`config.mk`:
```
export PLATFORM = sky130hd
export DESIGN_NAME = load_writeback_flat
export DESIGN_NICKNAME = d
export VERILOG_FILES = /design/src/source/rv_core_pkg.sv /design/src/source/rv_lsu_pkg.sv /design/src/source/pipe_ifs.sv /design/src/source/load_writeback.sv /design/src/flat_wrapper.sv
export SDC_FILE = /design/constraint.sdc
export NUM_CORES = 1
export LEC_CHECK = 0
export ABC_AREA = 1
export BUFFER_PORTS_ARGS = -buffer_cell sky130_fd_sc_hd__buf_4
export CAP_MARGIN = 20
export CORE_MARGIN = 5
export CORE_UTILIZATION = 36
export DETAILED_ROUTE_END_ITERATION = 12
export PLACE_DENSITY = 0.73
export SKIP_LAST_GASP = 1
export SLEW_MARGIN = 10
export SYNTH_ARGS = -nofsm -noshare
export SYNTH_HDL_FRONTEND = slang
export SYNTH_SLANG_ARGS = --single-unit
```
`constraint.sdc`:
```
create_clock -name vclk -period 1.2
set_input_delay 0.06 -clock vclk [all_inputs]
set_output_delay 0.06 -clock vclk [all_outputs]
set_load 0.02 [all_outputs]
```
`src/source/rv_core_pkg.sv`:
```
package rv_core_pkg;

  ////////////////////////////////////////////////////////////////////////////
  // Datapath widths
  ////////////////////////////////////////////////////////////////////////////

  // Architectural data word, RV32
  localparam int unsigned XLEN = 32;

  // Register number, x0 to x31
  localparam int unsigned REG_ADDR_W = 5;

  ////////////////////////////////////////////////////////////////////////////
  // Data memory geometry
  ////////////////////////////////////////////////////////////////////////////

  // Depth in words
  // One row holds one full XLEN word
  localparam int unsigned DMEM_WORDS = 256;

  // Word index width
  // Byte offset bits of the address are not part of it
  localparam int unsigned DMEM_ADDR_W = $clog2(DMEM_WORDS);

endpackage
```
`src/source/rv_lsu_pkg.sv`:
```
package rv_lsu_pkg;

  ////////////////////////////////////////////////////////////////////////////
  // Byte lanes
  ////////////////////////////////////////////////////////////////////////////

  // Bits per lane
  localparam int unsigned BYTE_W = 8;

  // Lanes per data word
  localparam int unsigned LANES = rv_core_pkg::XLEN / BYTE_W;

  // Byte offset inside a word, low address bits
  localparam int unsigned LANE_SEL_W = $clog2(LANES);

  // Lane patterns at offset zero
  // Shifted up by the byte offset in the store path
  localparam logic [LANES-1:0] BYTE_MASK = 'd1;
  localparam logic [LANES-1:0] HALF_MASK = 'd3;

  ////////////////////////////////////////////////////////////////////////////
  // Load and store kinds
  ////////////////////////////////////////////////////////////////////////////

  // Load kind, decoded from funct3 upstream
  typedef enum logic [2:0] {
    LD_NONE = 3'd0,
    LD_B    = 3'd1,
    LD_H    = 3'd2,
    LD_W    = 3'd3,
    LD_BU   = 3'd4,
    LD_HU   = 3'd5
  } load_op_e;

  // Store kind
  typedef enum logic [1:0] {
    ST_NONE = 2'd0,
    ST_B    = 2'd1,
    ST_H    = 2'd2,
    ST_W    = 2'd3
  } store_op_e;

endpackage

```
`src/source/pipe_ifs.sv`:
```


// MEM/WB register contents toward writeback
interface mem_wb_if;

  logic [rv_core_pkg::XLEN-1:0]       alures;
  logic [rv_core_pkg::REG_ADDR_W-1:0] rd;
  logic                               regwrite;
  logic                               memread;
  rv_lsu_pkg::load_op_e               load_op;
  // Byte offset of the load, drives the rotate
  logic [rv_lsu_pkg::LANE_SEL_W-1:0]  lane_sel;
  // RAM output, already aligned with this register
  logic [rv_core_pkg::XLEN-1:0]       ram_dout;

  modport stage (output alures, output rd, output regwrite, output memread,
                 output load_op, output lane_sel, output ram_dout);

  modport wb (input alures, input rd, input regwrite, input memread,
              input load_op, input lane_sel, input ram_dout);

endinterface

```
`src/source/load_writeback.sv`:
```
`timescale 1ns/1ps

module load_writeback (
  mem_wb_if.wb                               mw,
  output logic                               wb_regwrite,
  output logic [rv_core_pkg::REG_ADDR_W-1:0] wb_rd,
  output logic [rv_core_pkg::XLEN-1:0]       wb_res
);

  // Doubled RAM word, rotated right by the byte offset
  logic [2*rv_core_pkg::XLEN-1:0]   ld_wide;
  logic [rv_core_pkg::XLEN-1:0]     ld_word;
  // Low byte and halfword after the rotate
  logic [rv_lsu_pkg::BYTE_W-1:0]    ld_byte;
  logic [2*rv_lsu_pkg::BYTE_W-1:0]  ld_half;
  logic [rv_core_pkg::XLEN-1:0]     ld_res;

  // Addressed byte lands in lane 0
  assign ld_wide = {mw.ram_dout, mw.ram_dout} >> (mw.lane_sel * rv_lsu_pkg::BYTE_W);
  assign ld_word = ld_wide[rv_core_pkg::XLEN-1:0];
  assign ld_byte = ld_word[rv_lsu_pkg::BYTE_W-1:0];
  assign ld_half = ld_word[2*rv_lsu_pkg::BYTE_W-1:0];

  // Extension by load kind
  always_comb
  begin
    unique case (mw.load_op)
      rv_lsu_pkg::LD_B:
        ld_res = {{(rv_core_pkg::XLEN-rv_lsu_pkg::BYTE_W){ld_byte[rv_lsu_pkg::BYTE_W-1]}},
                  ld_byte};
      rv_lsu_pkg::LD_H:
        ld_res = {{(rv_core_pkg::XLEN-2*rv_lsu_pkg::BYTE_W){ld_half[2*rv_lsu_pkg::BYTE_W-1]}},
                  ld_half};
      rv_lsu_pkg::LD_W:
        ld_res = ld_word;
      rv_lsu_pkg::LD_BU:
        ld_res = {{(rv_core_pkg::XLEN-rv_lsu_pkg::BYTE_W){1'b0}}, ld_byte};
      rv_lsu_pkg::LD_HU:
        ld_res = {{(rv_core_pkg::XLEN-2*rv_lsu_pkg::BYTE_W){1'b0}}, ld_half};
      // LD_NONE and unused codes
      default:
        ld_res = '0;
    endcase
  end

  // Memory result only for loads, ALU result for everything else
  assign wb_res = mw.memread ? ld_res : mw.alures;

  // Destination straight from the MEM/WB register
  assign wb_rd       = mw.rd;
  assign wb_regwrite = mw.regwrite;

endmodule

```
`src/flat_wrapper.sv`:
```
// flat-port wrapper written by rule: the top's interface ports become plain ports
module load_writeback_flat 
  (wb_regwrite, wb_rd, wb_res, mw_alures, mw_rd, mw_regwrite, mw_memread, mw_load_op, mw_lane_sel, mw_ram_dout);
  mem_wb_if mw_i ();
  output logic wb_regwrite;
  output logic [rv_core_pkg::REG_ADDR_W-1:0] wb_rd;
  output logic [rv_core_pkg::XLEN-1:0] wb_res;
  input wire logic [$bits(mw_i.alures)-1:0] mw_alures;
  input wire logic [$bits(mw_i.rd)-1:0] mw_rd;
  input wire logic [$bits(mw_i.regwrite)-1:0] mw_regwrite;
  input wire logic [$bits(mw_i.memread)-1:0] mw_memread;
  input wire logic [$bits(mw_i.load_op)-1:0] mw_load_op;
  input wire logic [$bits(mw_i.lane_sel)-1:0] mw_lane_sel;
  input wire logic [$bits(mw_i.ram_dout)-1:0] mw_ram_dout;
  assign mw_i.alures = mw_alures;
  assign mw_i.rd = mw_rd;
  assign mw_i.regwrite = mw_regwrite;
  assign mw_i.memread = mw_memread;
  assign mw_i.load_op = mw_load_op;
  assign mw_i.lane_sel = mw_lane_sel;
  assign mw_i.ram_dout = mw_ram_dout;
  load_writeback u_core (.mw(mw_i), .wb_regwrite(wb_regwrite), .wb_rd(wb_rd), .wb_res(wb_res));
endmodule
```
== Word-level counts from Yosys, hierarchy flattened ==
Index checks and enable logic that the tools add are counted.
Storage, ports and cells
  logic and storage cells: 8
  register bits: 0
  output and inout bits: 38
  input port bits: 76
Operators by class
  multiplexer cells: 2
  shifts and indexed selects: 1
  equality and inequality tests: 5
Operator list (count)
  one-hot mux 32 bit (5 select lines): 1
  right shift 64 x 5 -> 32 bit: 1
  2-to-1 mux 32 bit: 1
  == test 3 x 2 -> 1 bit (second input constant): 2
  == test 3 bit (second input constant): 2
  == test 3 x 1 -> 1 bit (second input constant): 1

== Longest topological paths before layout ==
Gate-level depths: netlist of run 1.
  word-level depth: 3
  gate-level depth with buffers: 9
  gate-level depth less buffers: 7

== Least setup slack after synthesis of run 1 ==
OpenSTA, ideal clock, no wires.
  kind: in2out
  start point: in mw_lane_sel[1]
  end point: out wb_res[0] in the netlist's numbering
  slack: 0.058 ns
  arrival: 1.082 ns
  stages on the path: 7
  required time: 1.140 ns
  path buffers: 3
  path through: buf_2 > inv_2 > buf_4 > buf_2 > o21ai_0 > inv_1 > o21ai_1
Between the ends
  word-level cells in the longest chain between the ends: 3
RTL lines
  start, declared: line flat_wrapper.sv:13  | input wire logic [$bits(mw_i.lane_sel)-1:0] mw_lane_sel;
  right shift 64 x 5 -> 32 bit: line load_writeback.sv:19  | assign ld_wide = {mw.ram_dout, mw.ram_dout} >> (mw.lane_sel * rv_lsu_pkg::BYTE_W);
  one-hot mux 32 bit (5 select lines): line load_writeback.sv:27  | unique case (mw.load_op)
  2-to-1 mux 32 bit: line load_writeback.sv:47  | assign wb_res = mw.memread ? ld_res : mw.alures;
  end, declared: line flat_wrapper.sv:7  | output logic [rv_core_pkg::XLEN-1:0] wb_res;
No other way between the ends.

== Worst setup path after layout of run 1 ==
  start point: in mw_load_op[2]
  end point: out wb_res[30] in the netlist's numbering
Between the ends
  word-level cells in the longest chain between the ends: 3
  elaborated cells on any way between the ends: 7
  classes of those cells: 5 x eq/ne; 2 x mux
RTL lines
  start, declared: line flat_wrapper.sv:12  | input wire logic [$bits(mw_i.load_op)-1:0] mw_load_op;
  == test 3 bit (tied with other cells): line load_writeback.sv:27
  one-hot mux 32 bit (5 select lines) *: line load_writeback.sv:27
  2-to-1 mux 32 bit *: line load_writeback.sv:47
Mark *: on every way between the ends. The rest lies on a longest branch, timed or not.

==> impl_metrics.env, run 1 <==
export IMPL_nFillCells=361
export IMPL_p_leak_uw=0.00160
export IMPL_yosysWarningCount=0
export IMPL_finalSetupViolations=5
export IMPL_yosysSeqAreaShare_pct=0
export IMPL_dieArea_mm2=0.00559
export IMPL_crit_fanout=12
export IMPL_initial_core_util_pct=37.5
export IMPL_fp_dieH_um=74.8
export IMPL_nNetsFinal=509
export IMPL_drtIter0Drc=246
export IMPL_ant_nets=0
export IMPL_gp_congestion=0.920
export IMPL_cellPowerDensity_mw_per_mm2=433
export IMPL_fin_crit_sh_pct=104
export IMPL_grt_pass1_vias=2197
export IMPL_synth_top_area_share_pct=42.5
export IMPL_irDropWorstVdd_uv=181
export IMPL_min_to="wb_rd[1]"
export IMPL_synth_area_leaders="nand2_1, nand3_1, buf_4"
export IMPL_die_width_um=74.8
export IMPL_min_from="mw_rd[1]"
export IMPL_antenna_cells=0
export IMPL_dp_final_hpwl_mm=4.75
export IMPL_seq_cells=0
export IMPL_min_path_type="in2out"
export IMPL_synth_common_cells="nand2_1, nand3_1, buf_4"
export IMPL_finalMaxSlewViolations=0
export IMPL_yosysUniqueCellTypes=17
export IMPL_grt_usage_pct=20.2
export IMPL_core_area_mm2=0.00403
export IMPL_fmax_ghz=0.804
export IMPL_fin_ws_ns=-0.0439
export IMPL_min_period_ns=1.24
export IMPL_n_clock_buffer=0
export IMPL_drc=0
export IMPL_dp_cells=472
export IMPL_antenna_found_initial=0
export IMPL_rsz0062_at_grt="true"
export IMPL_synth_area_mm2=0.00151
export IMPL_tns_ns=-0.0932
export IMPL_finalHoldViolCount=0
export IMPL_max_cap_viol_count=0
export IMPL_via_per_inst=5.38
export IMPL_synth_most_common_cell="nand2_1"
export IMPL_drive_gt1_share_pct=38.3
export IMPL_grt_max_degree=29
export IMPL_num_vias=2590
export IMPL_grt_overflow=0
export IMPL_critPathRequiredTime_ns=1.14
export IMPL_start_kind="input port"
export IMPL_synth_cells=332
export IMPL_area_growth_pct=84.4
export IMPL_syn_area_per_cell_um2=4.55
export IMPL_ctsHoldBuffers=0
export IMPL_violations="setup timing"
export IMPL_wl_mm=7.00
export IMPL_wire_per_inst_um=14.6
export IMPL_tightest_slew_ns=0.278
export IMPL_max_slew_margin_rel_pct=81.4
export IMPL_fin_util_pct=69.2
export IMPL_ios=114
export IMPL_whs_path_depth=0
export IMPL_synth_area_leader_cell="nand2_1"
export IMPL_criticalPathCategory="in2out"
export IMPL_std_cell_rows=23
export IMPL_ff_latch_area_um2=0
export IMPL_cp_end_kind="output pin"
export IMPL_grt_pass1_wl_mm=9.29
export IMPL_fin_cells=481
export IMPL_syn_num_nets=408
export IMPL_cp_data_arrival_time_ns=1.18
export IMPL_status="complete, but fails checks"
export IMPL_io_buffer_count=102
export IMPL_drt_pass1_iter_count=4
report_power, final:
group	leakage [uW]	switching, uW	internal [uW]	total, uW
Clock	0	0	0	0
Sequential	0	0	0	0
Combinational	0.00160	628	577	1210
Total	0.00160	628	577	1210
per-stage QoR:
step | power (uW) | setup WS (ns) | hold slack, ns | area, um^2
2_1_floorplan | 583 | 0.0576 | 0.233 | 1510
3_3_place_gp | 1000 | -0.0813 | 0.120 | 2350
3_5_place_dp | 1010 | -0.0870 | 0.120 | 2350
4_1_cts | 1040 | -0.00260 | 0.120 | 2410
5_1_grt | 1300 | -0.124 | 0.120 | 2790
6_report | 1210 | -0.0439 | 0.120 | 2790
placed cells by master (no fill, tap or decap), types with 2 or more instances in the layout:
| cell type | synthesis | final |
|---|---|---|
| nand2_1 | 171 | 166 |
| buf_4 | 13 | 92 |
| nand3_1 | 91 | 70 |
| buf_6 | 4 | 24 |
| nand3_2 | 2 | 21 |
| o21ai_1 | 9 | 12 |
| inv_1 | 11 | 10 |
| and2_1 | 7 | 7 |
| buf_12 | 0 | 6 |
| nand2_2 | 0 | 3 |
| nand3_4 | 0 | 3 |
| clkbuf_16 | 0 | 3 |
| inv_8 | 0 | 2 |
| nor2_4 | 1 | 2 |
| nand2_4 | 0 | 2 |
| o21ai_2 | 1 | 2 |
routing by layer:
layer	up-vias	wire [um]	GRT usage [%]
met1	1157	2570	24.4
met3	24	643	1.74
met4	0	227	6.32
met5	-	0	0
li1	1275	-	-
met2	134	3560	37.6
worst max-delay path by stage:
stage	startpoint	depth (start not counted)	to	slack [ns]
final	mw_load_op[2]	10	wb_res[30]	-0.04
after global routing	mw_load_op[2]	10	wb_res[21]	-0.12
after CTS	mw_lane_sel[0]	10	wb_res[26]	-0.003
after detailed placement	mw_lane_sel[0]	9	wb_res[20]	-0.09
after global placement	mw_lane_sel[0]	9	wb_res[4]	-0.08
after floorplan	mw_lane_sel[1]	7	wb_res[0]	0.06
critical path, stage by stage:
cell and delay (ns):
buf_6 0.11, inv_1 0.07, nand2_2 0.11, nor2_4 0.17
buf_12 0.16, nand3_2 0.11, nand3_2 0.08, nand2_1 0.07
nand2_1 0.12, buf_6 0.13
final cells by class:
type | instances | area (um^2) | share of cell area (%)
tap | 50 | 62.6 | 2.25
inverter | 13 | 66.3 | 2.38
multi-input combinational | 291 | 1460 | 52.4
timing repair buffer | 127 | 1200 | 43.0
timing repair:
item	in CTS	in global routing
endpoints found under the setup margin	21	32
pin swaps	0	21
resized for setup	8	68
setup buffers	0	3
cloned	1	5
cell families (layout without fill, tap and decap cells):
logic type,count (synthesis),after routing,share of synthesized area (%)
AND/OR/NAND/NOR,274,275,78.5
buffers and inverters,42,140,16.0
AO/OA/AOI/OAI,16,16,5.55
Note: power is estimated with default switching activity, not from simulation.
==> inputs of run 2 (changes only) <==
--- a/config.mk
+++ b/config.mk
@@ -6,12 +6,12 @@
 export NUM_CORES = 1
 export LEC_CHECK = 0
 export ABC_AREA = 1
-export BUFFER_PORTS_ARGS = -buffer_cell sky130_fd_sc_hd__buf_4
 export CAP_MARGIN = 20
+export CORE_ASPECT_RATIO = 0.8
 export CORE_MARGIN = 5
 export CORE_UTILIZATION = 36
 export DETAILED_ROUTE_END_ITERATION = 12
-export PLACE_DENSITY = 0.73
+export DONT_BUFFER_PORTS = 1
 export SKIP_LAST_GASP = 1
 export SLEW_MARGIN = 10
 export SYNTH_ARGS = -nofsm -noshare
==> impl_metrics.env, run 2 (same netlist as run 1, synthesis figures left out) <==
export IMPL_final_cell_mix="nand2_1, nand3_1, buf_4"
export IMPL_initial_core_util_pct=36.6
export IMPL_nNetsFinal=397
export IMPL_crit_fanout=8
export IMPL_finalMaxSlewViolations=0
export IMPL_antenna_cells=0
export IMPL_multiInputGateArea_mm2=0.00128
export IMPL_via_per_inst=5.35
export IMPL_fp_dieH_um=68.0
export IMPL_max_cap_viol_count=0
export IMPL_p_seq_share_pct=0
export IMPL_grt_pass1_wl_mm=8.06
export IMPL_wl_mm=5.09
export IMPL_criticalPathCategory="in2out"
export IMPL_grt_overflow=0
export IMPL_grt_pass1_vias=1946
export IMPL_start_kind="input port"
export IMPL_critPathRequiredTime_ns=1.14
export IMPL_drtIter0Drc=79
export IMPL_min_from="mw_rd[1]"
export IMPL_wire_per_inst_um=13.5
export IMPL_num_vias=2011
export IMPL_combinationalPowerShare_pct=100.0
export IMPL_min_period_ns=1.02
export IMPL_p_sw_share_pct=65.3
export IMPL_antenna_found_initial=0
export IMPL_min_path_type="in2out"
export IMPL_gp_congestion=0.805
export IMPL_p_leak_uw=0.000903
export IMPL_die_width_um=82.4
export IMPL_fin_crit_sh_pct=84.7
export IMPL_n_clock_buffer=0
export IMPL_area_growth_pct=4.39
export IMPL_fmax_ghz=0.983
export IMPL_dieArea_mm2=0.00560
export IMPL_finalHoldViolCount=0
export IMPL_nFillCells=489
export IMPL_p_clk_share_pct=0
export IMPL_drive_gt1_share_pct=7.52
export IMPL_holdWs_ns=0.120
export IMPL_io_buffer_count=0
export IMPL_ff_latch_area_um2=0
export IMPL_irDropWorstVdd_uv=149
export IMPL_cellPowerDensity_mw_per_mm2=406
export IMPL_p_int_uw=222
export IMPL_ant_nets=0
export IMPL_finalSetupViolations=0
export IMPL_grt_usage_pct=17.6
export IMPL_tightest_slew_ns=0.356
export IMPL_drc=0
export IMPL_dp_final_hpwl_mm=4.08
export IMPL_cp_data_arrival_time_ns=0.96
export IMPL_fin_util_pct=38.2
export IMPL_rsz0062_at_grt="false"
export IMPL_min_to="wb_rd[1]"
export IMPL_seq_cells=0
export IMPL_cp_end_kind="output pin"
export IMPL_tns_ns=0
export IMPL_drt_pass1_iter_count=4
export IMPL_std_cell_rows=21
export IMPL_grt_max_degree=34
export IMPL_core_area_mm2=0.00413
export IMPL_whs_path_depth=0
export IMPL_ios=114
export IMPL_final_common_cell="nand2_1"
export IMPL_p_switching_uw=418
export IMPL_status="finished, final reports clean"
export IMPL_max_slew_margin_rel_pct=76.3
run 2: final cells by class:
class | instances | share of cell area, %
multi-input combinational | 290 | 81.1
tap | 57 | 4.52
inverter | 13 | 3.25
timing repair buffer | 16 | 11.1
run 2: critical path, stage by stage:
cell	delay, ns
inv_1	0.02
nand2_1	0.15
nand2_1	0.10
o21ai_2	0.33
o21ai_0	0.12
buf_4	0.17
run 2: how the worst max path moves through the flow:
stage	depth (start not counted)	to	from	slack [ns]
6_report	6	wb_res[7]	mw_load_op[2]	0.18
5_1_grt	6	wb_res[7]	mw_load_op[2]	0.03
4_1_cts	7	wb_res[24]	mw_load_op[2]	0.08
3_5_place_dp	7	wb_res[24]	mw_load_op[2]	0.08
3_3_place_gp	7	wb_res[20]	mw_load_op[2]	0.11
2_1_floorplan	7	wb_res[0]	mw_lane_sel[1]	0.06
run 2: metrics by stage:
step	instance area (um^2)	std cells	worst slack, ns	total power, uW
after floorplan	1510	332	0.0576	583
after global placement	1540	375	0.112	621
after detailed placement	1540	375	0.0817	631
after CTS	1540	375	0.0818	633
after global routing	1580	376	0.0269	729
final	1580	376	0.183	640
run 2: power groups by stage:
stage	Sequential [uW]	Combinational (uW)	Clock, uW
floorplan	0	583	0
global placement	0	621	0
detailed placement	0	631	0
CTS	0	633	0
global route	0	729	0
finish	0	640	0
run 2: repair_timing:
item	4_1_cts	5_1_grt
setup endpoints to repair	0	18
gates resized for setup	0	4
buffers inserted	0	0
hold buffers	0	0
run 2: metal layers:
metal  global-route usage (%)  vias to the layer above  routed length [um]
li1                         -                     1042                   -
met2                     33.3                       78                2470
met5                        0                        -                   0
met4                     3.32                        0                  70
met1                     20.0                      883                1980
met3                     4.21                        8                 578
==> inputs of run 3 (changes only) <==
==> constraint.sdc (replaced) <==
create_clock -name vclk -period 0.8
set_input_delay 0.04 -clock vclk [all_inputs]
set_output_delay 0.04 -clock vclk [all_outputs]
set_load 0.02 [all_outputs]
==> impl_metrics.env, run 3 (same netlist as run 1, synthesis figures left out) <==
export IMPL_fmax_ghz=1.03
export IMPL_status="complete, but fails checks"
export IMPL_via_per_inst=5.48
export IMPL_n_clock_buffer=0
export IMPL_initial_core_util_pct=36.6
export IMPL_finalSetupViolations=32
export IMPL_drt_pass1_iter_count=5
export IMPL_fin_cells=390
export IMPL_nFillCells=425
export IMPL_final_common_cell="nand2_1"
export IMPL_antenna_cells=0
export IMPL_max_cap_viol_count=0
export IMPL_drive_gt1_share_pct=27.6
export IMPL_ant_nets=0
export IMPL_wl_mm=5.95
export IMPL_cellPowerDensity_mw_per_mm2=625
export IMPL_die_width_um=82.4
export IMPL_dpl_cell_area_mm2=0.00182
export IMPL_max_slew_margin_rel_pct=85.9
export IMPL_cp_data_arrival_time_ns=0.93
export IMPL_num_vias=2139
export IMPL_finalHoldViolCount=0
export IMPL_grt_pass1_wl_mm=9.38
export IMPL_seq_cells=0
export IMPL_cp_end_kind="output pin"
export IMPL_min_path_type="in2out"
export IMPL_dieArea_mm2=0.00560
export IMPL_io_buffer_count=0
export IMPL_wire_per_inst_um=15.2
export IMPL_grt_pass1_vias=1907
export IMPL_rsz0062_at_grt="true"
export IMPL_power_uw=1280
export IMPL_irDropWorstVdd_uv=207
export IMPL_drtIter0Drc=199
export IMPL_dp_cells=382
export IMPL_ios=114
export IMPL_start_kind="input port"
export IMPL_fp_dieH_um=68.0
export IMPL_violations="setup timing"
export IMPL_fin_ws_ns=-0.168
export IMPL_core_area_mm2=0.00413
export IMPL_finalMaxSlewViolations=0
export IMPL_multiInputGateArea_mm2=0.00155
export IMPL_criticalPathCategory="in2out"
export IMPL_grt_usage_pct=20.8
export IMPL_min_period_ns=0.968
export IMPL_area_growth_pct=35.8
export IMPL_p_leak_uw=0.00106
export IMPL_tightest_slew_ns=0.210
export IMPL_finalInstanceArea_mm2=0.00205
export IMPL_antenna_found_initial=0
export IMPL_nNetsFinal=411
export IMPL_drc=0
export IMPL_ff_latch_area_um2=0
export IMPL_std_cell_rows=21
export IMPL_dp_final_hpwl_mm=4.69
export IMPL_grt_overflow=0
export IMPL_critPathRequiredTime_ns=0.76
export IMPL_grt_max_degree=35
export IMPL_gp_congestion=0.851
export IMPL_crit_fanout=8
export IMPL_final_cell_mix="nand2_1, nand3_1, nand2_2"
export IMPL_fin_crit_sh_pct=121
## run 3: changes by cell type in the layout (fill, tap and decap cells not counted), moves of 6 or more
cell | previous run | this run
nand3_2 | 1 | 7
buf_4 | 12 | 18
o21ai_1 | 10 | 2
o21ai_4 | 0 | 12
nand2_2 | 0 | 26
nand2_1 | 171 | 141
## run 3: final timing paths
check	start	end	slack (ns)	cells past startpoint
max	mw_load_op[0]	wb_res[6]	-0.17	7
min	mw_rd[4]	wb_rd[4]	0.08	0
## run 3: area by class of cell
cell class	count	share of cell area (%)
inverters	13	3.78
multi-input cells	290	75.5
well taps	57	3.47
repair buffers	29	16.8
repair inverters	1	0.427
## run 3: through the flow
step,worst slack (ns),setup TNS [ns],utilization (%),hold slack (ns)
2_1_floorplan,-0.0891,-2.19,-,0.193
3_3_place_gp,-0.219,-4.19,44.2,0.0801
3_5_place_dp,-0.232,-4.90,44.2,0.0801
4_1_cts,-0.109,-2.51,48.3,0.0801
5_1_grt,-0.202,-5.12,49.8,0.0800
6_report,-0.168,-3.40,49.8,0.0800
## run 3: worst max-delay path, stage by stage
cell and delay (ns):
inv_1 0.07, nor3_4 0.17, buf_4 0.15, buf_6 0.09, o21ai_4 0.05, buf_12 0.15
o21ai_4 0.20
## run 3: power by group
part           switching, uW  total, uW  leakage (uW)  internal [uW]
logic                    788       1280       0.00106            496
clock network              0          0             0              0
registers                  0          0             0              0
## run 3: timing repair
action                     in CTS  in global routing
hold buffers                    0                  0
gates cloned                    2                  0
buffers inserted                5                  1
pin swaps                      11                  8
gates resized for setup        24                 13
setup endpoints to repair      32                 32
## run 3: per-layer routing
| layer | global-route usage (%) | vias up | share of wire, % |
|---|---|---|---|
| li1 | - | 1075 | - |
| met4 | 0 | 0 | 0.29 |
| met2 | 35.7 | 116 | 47 |
| met5 | 0 | - | 0 |
| met1 | 28.1 | 942 | 39 |
| met3 | 4.47 | 6 | 13 |
